==> src/hw/corr_pkg.sv <==
// Shared definitions for the coincidence correlator.
// Default top-level parameters, command opcodes, the command byte layout
// and the size helpers that every block derives its widths from.

package corr_pkg;

	// default top-level parameters.
	localparam int num_inputs_def = 4;
	localparam int lag_auto_def = 2;
	localparam int lag_cross_def = 2;
	localparam int resolution_def = 16;
	localparam int tx_gap_def = 4;

	// ****************************************
	// command opcodes
	// ****************************************
	localparam logic [3:0] op_invert = 4'd1;	// arg bit 0 sets line invert.
	localparam logic [3:0] op_edge = 4'd2;	// arg bit 0 sets rising edge mode.
	localparam logic [3:0] op_start = 4'd3;
	localparam logic [3:0] op_stop = 4'd4;

	// head byte or argument byte, same wire.
	typedef union packed {
		struct packed {
			logic [3:0] op;
			logic [3:0] chan;
		} head;
		struct packed {
			logic [7:0] val;
		} data;
	} cmd_byte_u;

	localparam logic [7:0] crlf_char = 8'h0D;	// packet terminator.

	// deepest history tap needed by auto and cross lags.
	function automatic int max_lag(input int lag_auto, input int lag_cross);
		return (lag_auto > lag_cross - 1) ? lag_auto : lag_cross - 1;
	endfunction

	// pulse, auto and cross counters in one window.
	function automatic int count_total(input int n, input int lag_auto, input int lag_cross);
		return n + n * lag_auto + ((n * (n - 1)) / 2) * (2 * lag_cross - 1);
	endfunction

endpackage
==> src/hw/corr_main.sv <==
// Top level of the photon-coincidence correlator.
// Byte commands in, ASCII hex result packets out, all on intclk.

`timescale 1ns/1ps

module corr_main #(
	parameter int NUM_INPUTS = corr_pkg::num_inputs_def,
	parameter int LAG_AUTO = corr_pkg::lag_auto_def,
	parameter int LAG_CROSS = corr_pkg::lag_cross_def,
	parameter int RESOLUTION = corr_pkg::resolution_def,
	parameter int TX_GAP = corr_pkg::tx_gap_def
) (
	input  logic                  intclk,
	input  logic                  rst_n,
	input  logic [NUM_INPUTS-1:0] line_in,
	input  logic [7:0]            rx_data,
	input  logic                  rx_valid,
	output logic [7:0]            tx_data,
	output logic                  tx_valid,
	output logic                  integrating,
	output logic                  tx_busy
);

	localparam int MAX_LAG = corr_pkg::max_lag(LAG_AUTO, LAG_CROSS);
	localparam int NUM_COUNTS = corr_pkg::count_total(NUM_INPUTS, LAG_AUTO, LAG_CROSS);

	logic [NUM_INPUTS-1:0] invert_mask;
	logic [NUM_INPUTS-1:0] edge_mask;
	logic clear_counts;
	logic [NUM_INPUTS*(MAX_LAG+1)-1:0] pulse_hist;
	logic [NUM_COUNTS*RESOLUTION-1:0] count_bus;	// packet order.
	logic [31:0] win_cycles;

	cmd_parser #(.NUM_INPUTS(NUM_INPUTS)) u_parser (
		.intclk(intclk), .rst_n(rst_n), .rx_data(rx_data), .rx_valid(rx_valid),
		.tx_busy(tx_busy), .invert_mask(invert_mask), .edge_mask(edge_mask),
		.integrating(integrating), .clear_counts(clear_counts)
	);

	pulse_frontend #(.NUM_INPUTS(NUM_INPUTS), .MAX_LAG(MAX_LAG)) u_frontend (
		.intclk(intclk), .rst_n(rst_n), .line_in(line_in), .invert_mask(invert_mask),
		.edge_mask(edge_mask), .pulse_hist(pulse_hist)
	);

	correlator #(
		.NUM_INPUTS(NUM_INPUTS), .LAG_AUTO(LAG_AUTO), .LAG_CROSS(LAG_CROSS),
		.RESOLUTION(RESOLUTION)
	) u_correlator (
		.intclk(intclk), .rst_n(rst_n), .pulse_hist(pulse_hist), .integrating(integrating),
		.clear_counts(clear_counts), .count_bus(count_bus), .win_cycles(win_cycles)
	);

	packet_tx #(
		.NUM_INPUTS(NUM_INPUTS), .LAG_AUTO(LAG_AUTO), .LAG_CROSS(LAG_CROSS),
		.RESOLUTION(RESOLUTION), .TX_GAP(TX_GAP)
	) u_tx (
		.intclk(intclk), .rst_n(rst_n), .integrating(integrating), .count_bus(count_bus),
		.win_cycles(win_cycles), .tx_data(tx_data), .tx_valid(tx_valid), .tx_busy(tx_busy)
	);

endmodule

==> src/hw/packet_tx.sv <==
// Result packet transmitter.
// Snapshots the counters when the window closes and sends header, payload
// and window length as ASCII hex, MSB nibble first, then a carriage return.
// One byte strobe every TX_GAP cycles.

`timescale 1ns/1ps

module packet_tx #(
	parameter int NUM_INPUTS = corr_pkg::num_inputs_def,
	parameter int LAG_AUTO = corr_pkg::lag_auto_def,
	parameter int LAG_CROSS = corr_pkg::lag_cross_def,
	parameter int RESOLUTION = corr_pkg::resolution_def,
	parameter int TX_GAP = corr_pkg::tx_gap_def,
	localparam int NUM_COUNTS = corr_pkg::count_total(NUM_INPUTS, LAG_AUTO, LAG_CROSS)
) (
	input  logic                             intclk,
	input  logic                             rst_n,
	input  logic                             integrating,
	input  logic [NUM_COUNTS*RESOLUTION-1:0] count_bus,
	input  logic [31:0]                      win_cycles,
	output logic [7:0]                       tx_data,
	output logic                             tx_valid,
	output logic                             tx_busy
);

	localparam int FRAME_BITS = 32 + NUM_COUNTS * RESOLUTION + 32;
	localparam int NIBBLES = FRAME_BITS / 4;
	localparam int IDX_W = $clog2(NIBBLES + 2);
	localparam int GAP_W = $clog2(TX_GAP + 1);
	localparam logic [IDX_W-1:0] DONE = IDX_W'(NIBBLES + 1);	// all bytes out.

	logic [FRAME_BITS-1:0] frame;
	logic [IDX_W-1:0] idx;
	logic [GAP_W-1:0] gap;
	logic int_q;
	logic snap;
	logic emit;

	function automatic logic [7:0] hex_char(input logic [3:0] nib);
		return (nib < 4'd10) ? 8'h30 + 8'(nib) : 8'h37 + 8'(nib);
	endfunction

	assign snap = !tx_busy && int_q && !integrating;
	assign emit = tx_busy && (idx != DONE) && (gap == '0);

	always_ff @(posedge intclk) begin
		if (!rst_n) begin
			int_q <= 1'b0;
			tx_busy <= 1'b0;
			tx_valid <= 1'b0;
			idx <= '0;
			gap <= '0;
		end else begin
			int_q <= integrating;
			tx_valid <= emit;
			if (snap) begin
				tx_busy <= 1'b1;
				idx <= '0;
				gap <= GAP_W'(TX_GAP - 1);
			end else if (tx_busy && idx == DONE) begin
				tx_busy <= 1'b0;	// drops as the last strobe ends.
			end else if (emit) begin
				idx <= idx + 1'b1;
				gap <= GAP_W'(TX_GAP - 1);
			end else if (tx_busy) begin
				gap <= gap - 1'b1;
			end
		end
	end

	// ****************************************
	// frame shifter
	// ****************************************
	always_ff @(posedge intclk) begin
		if (snap) begin
			frame <= {8'(NUM_INPUTS - 1), 8'(LAG_AUTO), 8'(LAG_CROSS), 8'(RESOLUTION / 4),
				count_bus, win_cycles};
		end else if (emit) begin
			frame <= frame << 4;
			tx_data <= (idx < IDX_W'(NIBBLES)) ? hex_char(frame[FRAME_BITS-1 -: 4]) :
				corr_pkg::crlf_char;
		end
	end

endmodule

==> src/hw/cmd_parser.sv <==
// Command byte decoder.
// Opens and closes the integration window and holds the per-line invert
// and edge options. INVERT and EDGE take one argument byte after the head.

`timescale 1ns/1ps

module cmd_parser #(
	parameter int NUM_INPUTS = corr_pkg::num_inputs_def
) (
	input  logic                  intclk,
	input  logic                  rst_n,
	input  logic [7:0]            rx_data,
	input  logic                  rx_valid,
	input  logic                  tx_busy,
	output logic [NUM_INPUTS-1:0] invert_mask,
	output logic [NUM_INPUTS-1:0] edge_mask,
	output logic                  integrating,
	output logic                  clear_counts
);

	corr_pkg::cmd_byte_u cmd;
	logic arg_wait;	// second state, argument byte expected.
	logic [3:0] arg_op;
	logic [3:0] arg_chan;

	assign cmd.data.val = rx_data;

	// counters clear on the same edge that opens the window.
	assign clear_counts = rx_valid && !arg_wait && !tx_busy &&
		(cmd.head.op == corr_pkg::op_start);

	always_ff @(posedge intclk) begin
		if (!rst_n) begin
			arg_wait <= 1'b0;
			integrating <= 1'b0;
			invert_mask <= '0;
			edge_mask <= '0;
		end else if (rx_valid) begin
			if (arg_wait) begin
				arg_wait <= 1'b0;
				for (int i = 0; i < NUM_INPUTS; i++) begin
					if (int'(arg_chan) == i) begin
						if (arg_op == corr_pkg::op_invert)
							invert_mask[i] <= cmd.data.val[0];
						else
							edge_mask[i] <= cmd.data.val[0];
					end
				end
			end else begin
				case (cmd.head.op)
					corr_pkg::op_invert, corr_pkg::op_edge: arg_wait <= 1'b1;
					corr_pkg::op_start: if (!tx_busy) integrating <= 1'b1;
					corr_pkg::op_stop: integrating <= 1'b0;
					default: ;	// unknown opcode.
				endcase
			end
		end
	end

	// head fields kept for the argument byte.
	always_ff @(posedge intclk) begin
		if (rx_valid && !arg_wait) begin
			arg_op <= cmd.head.op;
			arg_chan <= cmd.head.chan;
		end
	end

endmodule

==> src/hw/correlator.sv <==
// Window-gated coincidence counters.
// Holds the per-line pulse counts, the autocorrelation and crosscorrelation
// counts and the window length. All counters saturate and are flattened
// onto count_bus in packet order, first counter in the top bits.

`timescale 1ns/1ps

module correlator #(
	parameter int NUM_INPUTS = corr_pkg::num_inputs_def,
	parameter int LAG_AUTO = corr_pkg::lag_auto_def,
	parameter int LAG_CROSS = corr_pkg::lag_cross_def,
	parameter int RESOLUTION = corr_pkg::resolution_def,
	localparam int MAX_LAG = corr_pkg::max_lag(LAG_AUTO, LAG_CROSS),
	localparam int NUM_COUNTS = corr_pkg::count_total(NUM_INPUTS, LAG_AUTO, LAG_CROSS)
) (
	input  logic                              intclk,
	input  logic                              rst_n,
	input  logic [NUM_INPUTS*(MAX_LAG+1)-1:0] pulse_hist,
	input  logic                              integrating,
	input  logic                              clear_counts,
	output logic [NUM_COUNTS*RESOLUTION-1:0]  count_bus,
	output logic [31:0]                       win_cycles
);

	localparam int W = MAX_LAG + 1;

	logic [RESOLUTION-1:0] cnt [NUM_COUNTS];
	logic [NUM_COUNTS-1:0] hit;

	// ****************************************
	// coincidence terms, in payload order
	// ****************************************
	always_comb begin
		int n;
		n = 0;
		hit = '0;
		for (int i = 0; i < NUM_INPUTS; i++) begin
			hit[n] = pulse_hist[i*W];
			n++;
		end
		for (int i = 0; i < NUM_INPUTS; i++) begin
			for (int l = 1; l <= LAG_AUTO; l++) begin
				hit[n] = pulse_hist[i*W] & pulse_hist[i*W+l];
				n++;
			end
		end
		for (int i = 0; i < NUM_INPUTS; i++) begin
			for (int j = i + 1; j < NUM_INPUTS; j++) begin
				for (int k = 1 - LAG_CROSS; k < LAG_CROSS; k++) begin
					if (k >= 0)
						hit[n] = pulse_hist[i*W] & pulse_hist[j*W+k];	// line j leads.
					else
						hit[n] = pulse_hist[i*W-k] & pulse_hist[j*W];
					n++;
				end
			end
		end
	end

	// clear wins over counting on the start edge.
	always_ff @(posedge intclk) begin
		if (!rst_n || clear_counts) begin
			for (int c = 0; c < NUM_COUNTS; c++)
				cnt[c] <= '0;
			win_cycles <= '0;
		end else if (integrating) begin
			for (int c = 0; c < NUM_COUNTS; c++) begin
				if (hit[c] && !(&cnt[c]))
					cnt[c] <= cnt[c] + 1'b1;
			end
			if (!(&win_cycles))
				win_cycles <= win_cycles + 32'd1;
		end
	end

	always_comb begin
		for (int c = 0; c < NUM_COUNTS; c++)
			count_bus[(NUM_COUNTS-1-c)*RESOLUTION +: RESOLUTION] = cnt[c];
	end

endmodule

==> src/hw/pulse_frontend.sv <==
// Detector line front end.
// Samples the lines, applies per-line invert and rising edge modes and
// keeps the pulse history that the correlator taps for its lags.

`timescale 1ns/1ps

module pulse_frontend #(
	parameter int NUM_INPUTS = corr_pkg::num_inputs_def,
	parameter int MAX_LAG = 2
) (
	input  logic                              intclk,
	input  logic                              rst_n,
	input  logic [NUM_INPUTS-1:0]             line_in,
	input  logic [NUM_INPUTS-1:0]             invert_mask,
	input  logic [NUM_INPUTS-1:0]             edge_mask,
	output logic [NUM_INPUTS*(MAX_LAG+1)-1:0] pulse_hist
);

	localparam int W = MAX_LAG + 1;	// taps per line.

	logic [NUM_INPUTS-1:0] line_q;
	logic [NUM_INPUTS-1:0] samp_prev;
	logic [NUM_INPUTS-1:0] samp_now;
	logic [NUM_INPUTS-1:0] pulse_now;

	assign samp_now = line_in ^ invert_mask;
	assign samp_prev = line_q ^ invert_mask;
	// edge mode drops samples whose predecessor was already high.
	assign pulse_now = samp_now & ~(edge_mask & samp_prev);

	// bit 0 of each line slice is the current pulse, bit d is d cycles back.
	always_ff @(posedge intclk) begin
		if (!rst_n) begin
			line_q <= '0;
			pulse_hist <= '0;
		end else begin
			line_q <= line_in;
			for (int i = 0; i < NUM_INPUTS; i++) begin
				pulse_hist[i*W +: W] <= {pulse_hist[i*W +: MAX_LAG], pulse_now[i]};
			end
		end
	end

endmodule

==> config.mk <==
export PLATFORM = sky130hd
export DESIGN_NAME = corr_main
export DESIGN_NICKNAME = d
export VERILOG_FILES = /design/src/hw/corr_pkg.sv /design/src/hw/corr_main.sv /design/src/hw/packet_tx.sv /design/src/hw/cmd_parser.sv /design/src/hw/correlator.sv /design/src/hw/pulse_frontend.sv
export SDC_FILE = /design/constraint.sdc
export NUM_CORES = 2
export LEC_CHECK = 0
export BUFFER_PORTS_ARGS = -buffer_cell sky130_fd_sc_hd__buf_2
export CAP_MARGIN = 10
export CORE_AREA = 2 2 311 374
export DETAILED_ROUTE_END_ITERATION = 8
export DIE_AREA = 0 0 313 376
export GPL_TIMING_DRIVEN = 0
export SLEW_MARGIN = 25
export SYNTH_ARGS = -nofsm -noshare
export SYNTH_HDL_FRONTEND = slang
export SYNTH_SLANG_ARGS = --single-unit
==> constraint.sdc <==
create_clock -name intclk -period 11.44 [get_ports intclk]
set_input_delay 1.144 -clock intclk [delete_from_list [all_inputs] [get_ports intclk]]
set_output_delay 1.144 -clock intclk [all_outputs]
set_load 0.05 [all_outputs]
==> reports/qor.csv <==
stage,metric,value,unit
worst_setup_path,Crit path required time,11.83,ns
yosys,cell with the most instances after synthesis,nand2_1,
placed_design,I/O Buffers,24,
placed_design,Post-DP HPWL,72760,um
yosys,post-synth cell types,55,
drt,final wirelength,110100,um
yosys,synth warn,0,
grt,first-pass GRT wire length,178700,um
layout,fraction of layout cells with a size suffix above 1,0.06037,
floorplanning,die width,313,um
drt,WL/cell,16.43,um
worst_setup_path,worst setup path category,register to register,
clock_tree,Hold Buf Count CTS,0,
worst_setup_path,CP max FO,49,
drt,Initial DRC Count,2705,
floorplanning,CORE AREA,0.1142,sq mm
yosys,cell area after synthesis,0.05106,sq mm
layout,Fill cells,10390,
yosys,asr flop ratio synth,0,
drt,drt pass-1 iters,5,
floorplanning,I/O Pins,26,
worst_setup_path,CP arrival,4.45,ns
grt,gr usage total,0.1884,
grt,vias in the first global route,33640,
clock_tree,CTS tree,built,
clock_tree,htree depth,3,
drt,via count,34280,
yosys,synthesized area per cell,10.37,sq um
worst_setup_path,Worst R2R Start,u_parser.integrating,
timing,Setup Viol. Count Final,0,
clock_tree,Clock Latency Late Sink,0.72,ns
yosys,cells after synthesis,4924,
timing,Final period util,0.3544,
clock_tree,clock slew at reported path FFs,0.06,ns
layout,Synth-to-Final Area Change,12.25,%
floorplanning,Initial Util,0.4472,
yosys,sequential cell area fraction in the yosys report,0.6330,
yosys,"EDFF count, synth",1007,
grt,remaining global-route overflow,0,
flow_run,Max Cap Viol,0,
outcome,status,"complete, no violations",
hold_path,type of the worst min-delay path,register to register,
drt,Vias/cell,5.113,
placed_design,Placer Congestion,0.7922,
timing,worst clock skew,0.02095,ns
worst_setup_path,crit end category,register,
layout,register area,0.03232,sq mm
power_and_ir_drop,Max IR drop VDD,0.1347,mV
worst_setup_path,Worst Setup EP,u_tx.frame[314],
layout,Post-layout nets,5138,
worst_setup_path,Reg2Reg Depth,10,
power_and_ir_drop,leakage,20.99,nW
drt,# DRC,0,
layout,footprint of the multi-input gates,0.01764,sq mm
clock_tree,post_cts resized,0,
worst_setup_path,reg2reg end,u_tx.frame[314],
worst_setup_path,crit start category,register,
yosys,ys flop type,edfxtp_1,
yosys,syn nets,4975,
clock_tree,clock tree sinks,1111,
power_and_ir_drop,PnR Total Power,8.820,mW
floorplanning,DIE AREA,0.1177,sq mm
clock_tree,CTS buffer count,114,
timing,Hold WS,0.4441,ns
floorplanning,FP Rows,136,
power_and_ir_drop,pwr dens,153.9,mW/mm^2
clock_tree,Root Buffer,clkbuf_16,
grt,initial antenna violation count,10,
worst_setup_path,FF-to-FF setup slack,7.39,ns
clock_tree,setup repair bufs after CTS,0,
timing,Final Hold Viols,0,
yosys,"top cells by area, synth","edfxtp_1 59%, nand2_1 13%, xor2_1 4.4%",
yosys,top cell type by total area after synthesis,edfxtp_1,
yosys,most frequent cells after synthesis,"1706 x nand2_1, 1007 x edfxtp_1, 588 x nor2_1, 257 x xor2_1, 187 x xnor2_1",
timing,Max Clk Rate,246.7,MHz
yosys,post-synth top area share,0.5922,
timing,RSZ-0062 raised after global routing,false,
timing,relative slew slack,0.2973,
timing,pins over their slew limit,0,
drt,Final ANT Viol Nets,0,
timing,Worst Tran Pin Value,1.054,ns
worst_setup_path,CP Launch Point,u_parser.integrating,
clock_tree,Max clock buf depth,3,
floorplanning,Die Span Y,376,um
timing,"Min Clock Period, post-route",4.054,ns
grt,largest net degree at the start of global routing,52,
yosys,post-synthesis sequential element count,1111,
==> sequential cells by signal, summed over array words and instances (netlist names), 3 cells and up <==
signal / count
u_frontend.pulse_hist: 12
u_parser.invert_mask: 4
u_correlator.cnt: 480
u_tx.idx: 8
u_parser.arg_op: 4
u_parser.edge_mask: 4
u_parser.arg_chan: 4
u_frontend.line_q: 4
u_tx.tx_data: 7
u_tx.frame: 544
u_tx.gap: 3
u_correlator.win_cycles: 32
==> power breakdown <==
group | internal, mW | switching (mW)
Combinational | 0.118 | 0.205
Clock | 2.21 | 1.59
Sequential | 4.56 | 0.135
Total | 6.89 | 1.93
==> layout make-up <==
class	count	share of cell area
multi-input combinational	3546	0.3078
inverter	58	0.003799
sequential	1111	0.5639
timing repair buffer	47	0.008776
antenna	1	0.00004366
buffer	209	0.01620
clock inverter	56	0.009365
tap	1518	0.03314
clock buffer	158	0.05691
==> per-stage QoR <==
stage | utilization | cell area (sq um) | setup TNS (ns) | instances | worst slack (ns)
2_1_floorplan | - | 51060 | 0 | 4924 | 3.044
3_3_place_gp | 0.4649 | 53080 | -178.63 | 6466 | -0.4122
3_5_place_dp | 0.4687 | 53510 | 0 | 6489 | 6.822
4_1_cts | 0.5019 | 57310 | 0 | 6703 | 7.296
5_1_grt | 0.5019 | 57310 | 0 | 6703 | 7.042
6_report | 0.5020 | 57310 | 0 | 6704 | 7.386
==> critical path, stage by stage (launching register included) <==
cell and delay, ns:
dfxtp_1 0.38, clkbuf_1 0.28, nor2_1 0.31, and2_1 0.17, buf_2 0.32, clkbuf_1 0.50
or2_4 0.57, buf_12 0.30, buf_12 0.27, buf_12 0.25, buf_16 0.26
==> how the worst min path moves through the flow <==
stage                                     endpoint  depth (start not counted)             startpoint  slack [ns]
final                              u_tx.frame[515]                          2        u_tx.frame[511]        0.44
after global routing      u_frontend.pulse_hist[9]                          1  u_parser.edge_mask[3]        0.46
after CTS                 u_frontend.pulse_hist[9]                          1  u_parser.edge_mask[3]        0.44
after detailed placement           u_tx.frame[514]                          2        u_tx.frame[510]        0.43
after global placement             u_tx.frame[513]                          2        u_tx.frame[509]        0.43
after floorplan           u_frontend.pulse_hist[9]                          1  u_parser.edge_mask[3]        0.40
==> logic make-up (layout without fill, tap and decap cells) <==
family	Yosys count	after routing	synth area share
simple gates	2876	2876	0.2379
flops	1111	1111	0.6330
xor+xnor	444	444	0.07616
buf+inv	267	528	0.02235
compound gates	187	187	0.02132
fa+ha+maj	36	36	0.008822
mux	2	2	0.0003921
other cells	1	2	0.00007344
==> layout by cell type (no fill, tap or decap), drive strengths merged, types with 104 or more instances in the layout <==
master and n:
nand2 1706, edfxtp 1007, nor2 588, clkbuf 300, xor2 257, xnor2 187
nand3 184, buf 114, o21ai 107, dfxtp 104
==> per-layer routing <==
layer | wire, um | vias to the layer above | part of all wire | track usage
met5 | 25 | - | 0.00023 | 0
met4 | 2424 | 4 | 0.022 | 0.05390
met3 | 5295 | 156 | 0.048 | 0.03049
met2 | 52010 | 588 | 0.47 | 0.3109
met1 | 50390 | 16500 | 0.46 | 0.2572
li1 | - | 17030 | - | -
No activity file was read; power rests on OpenSTA's default activity.
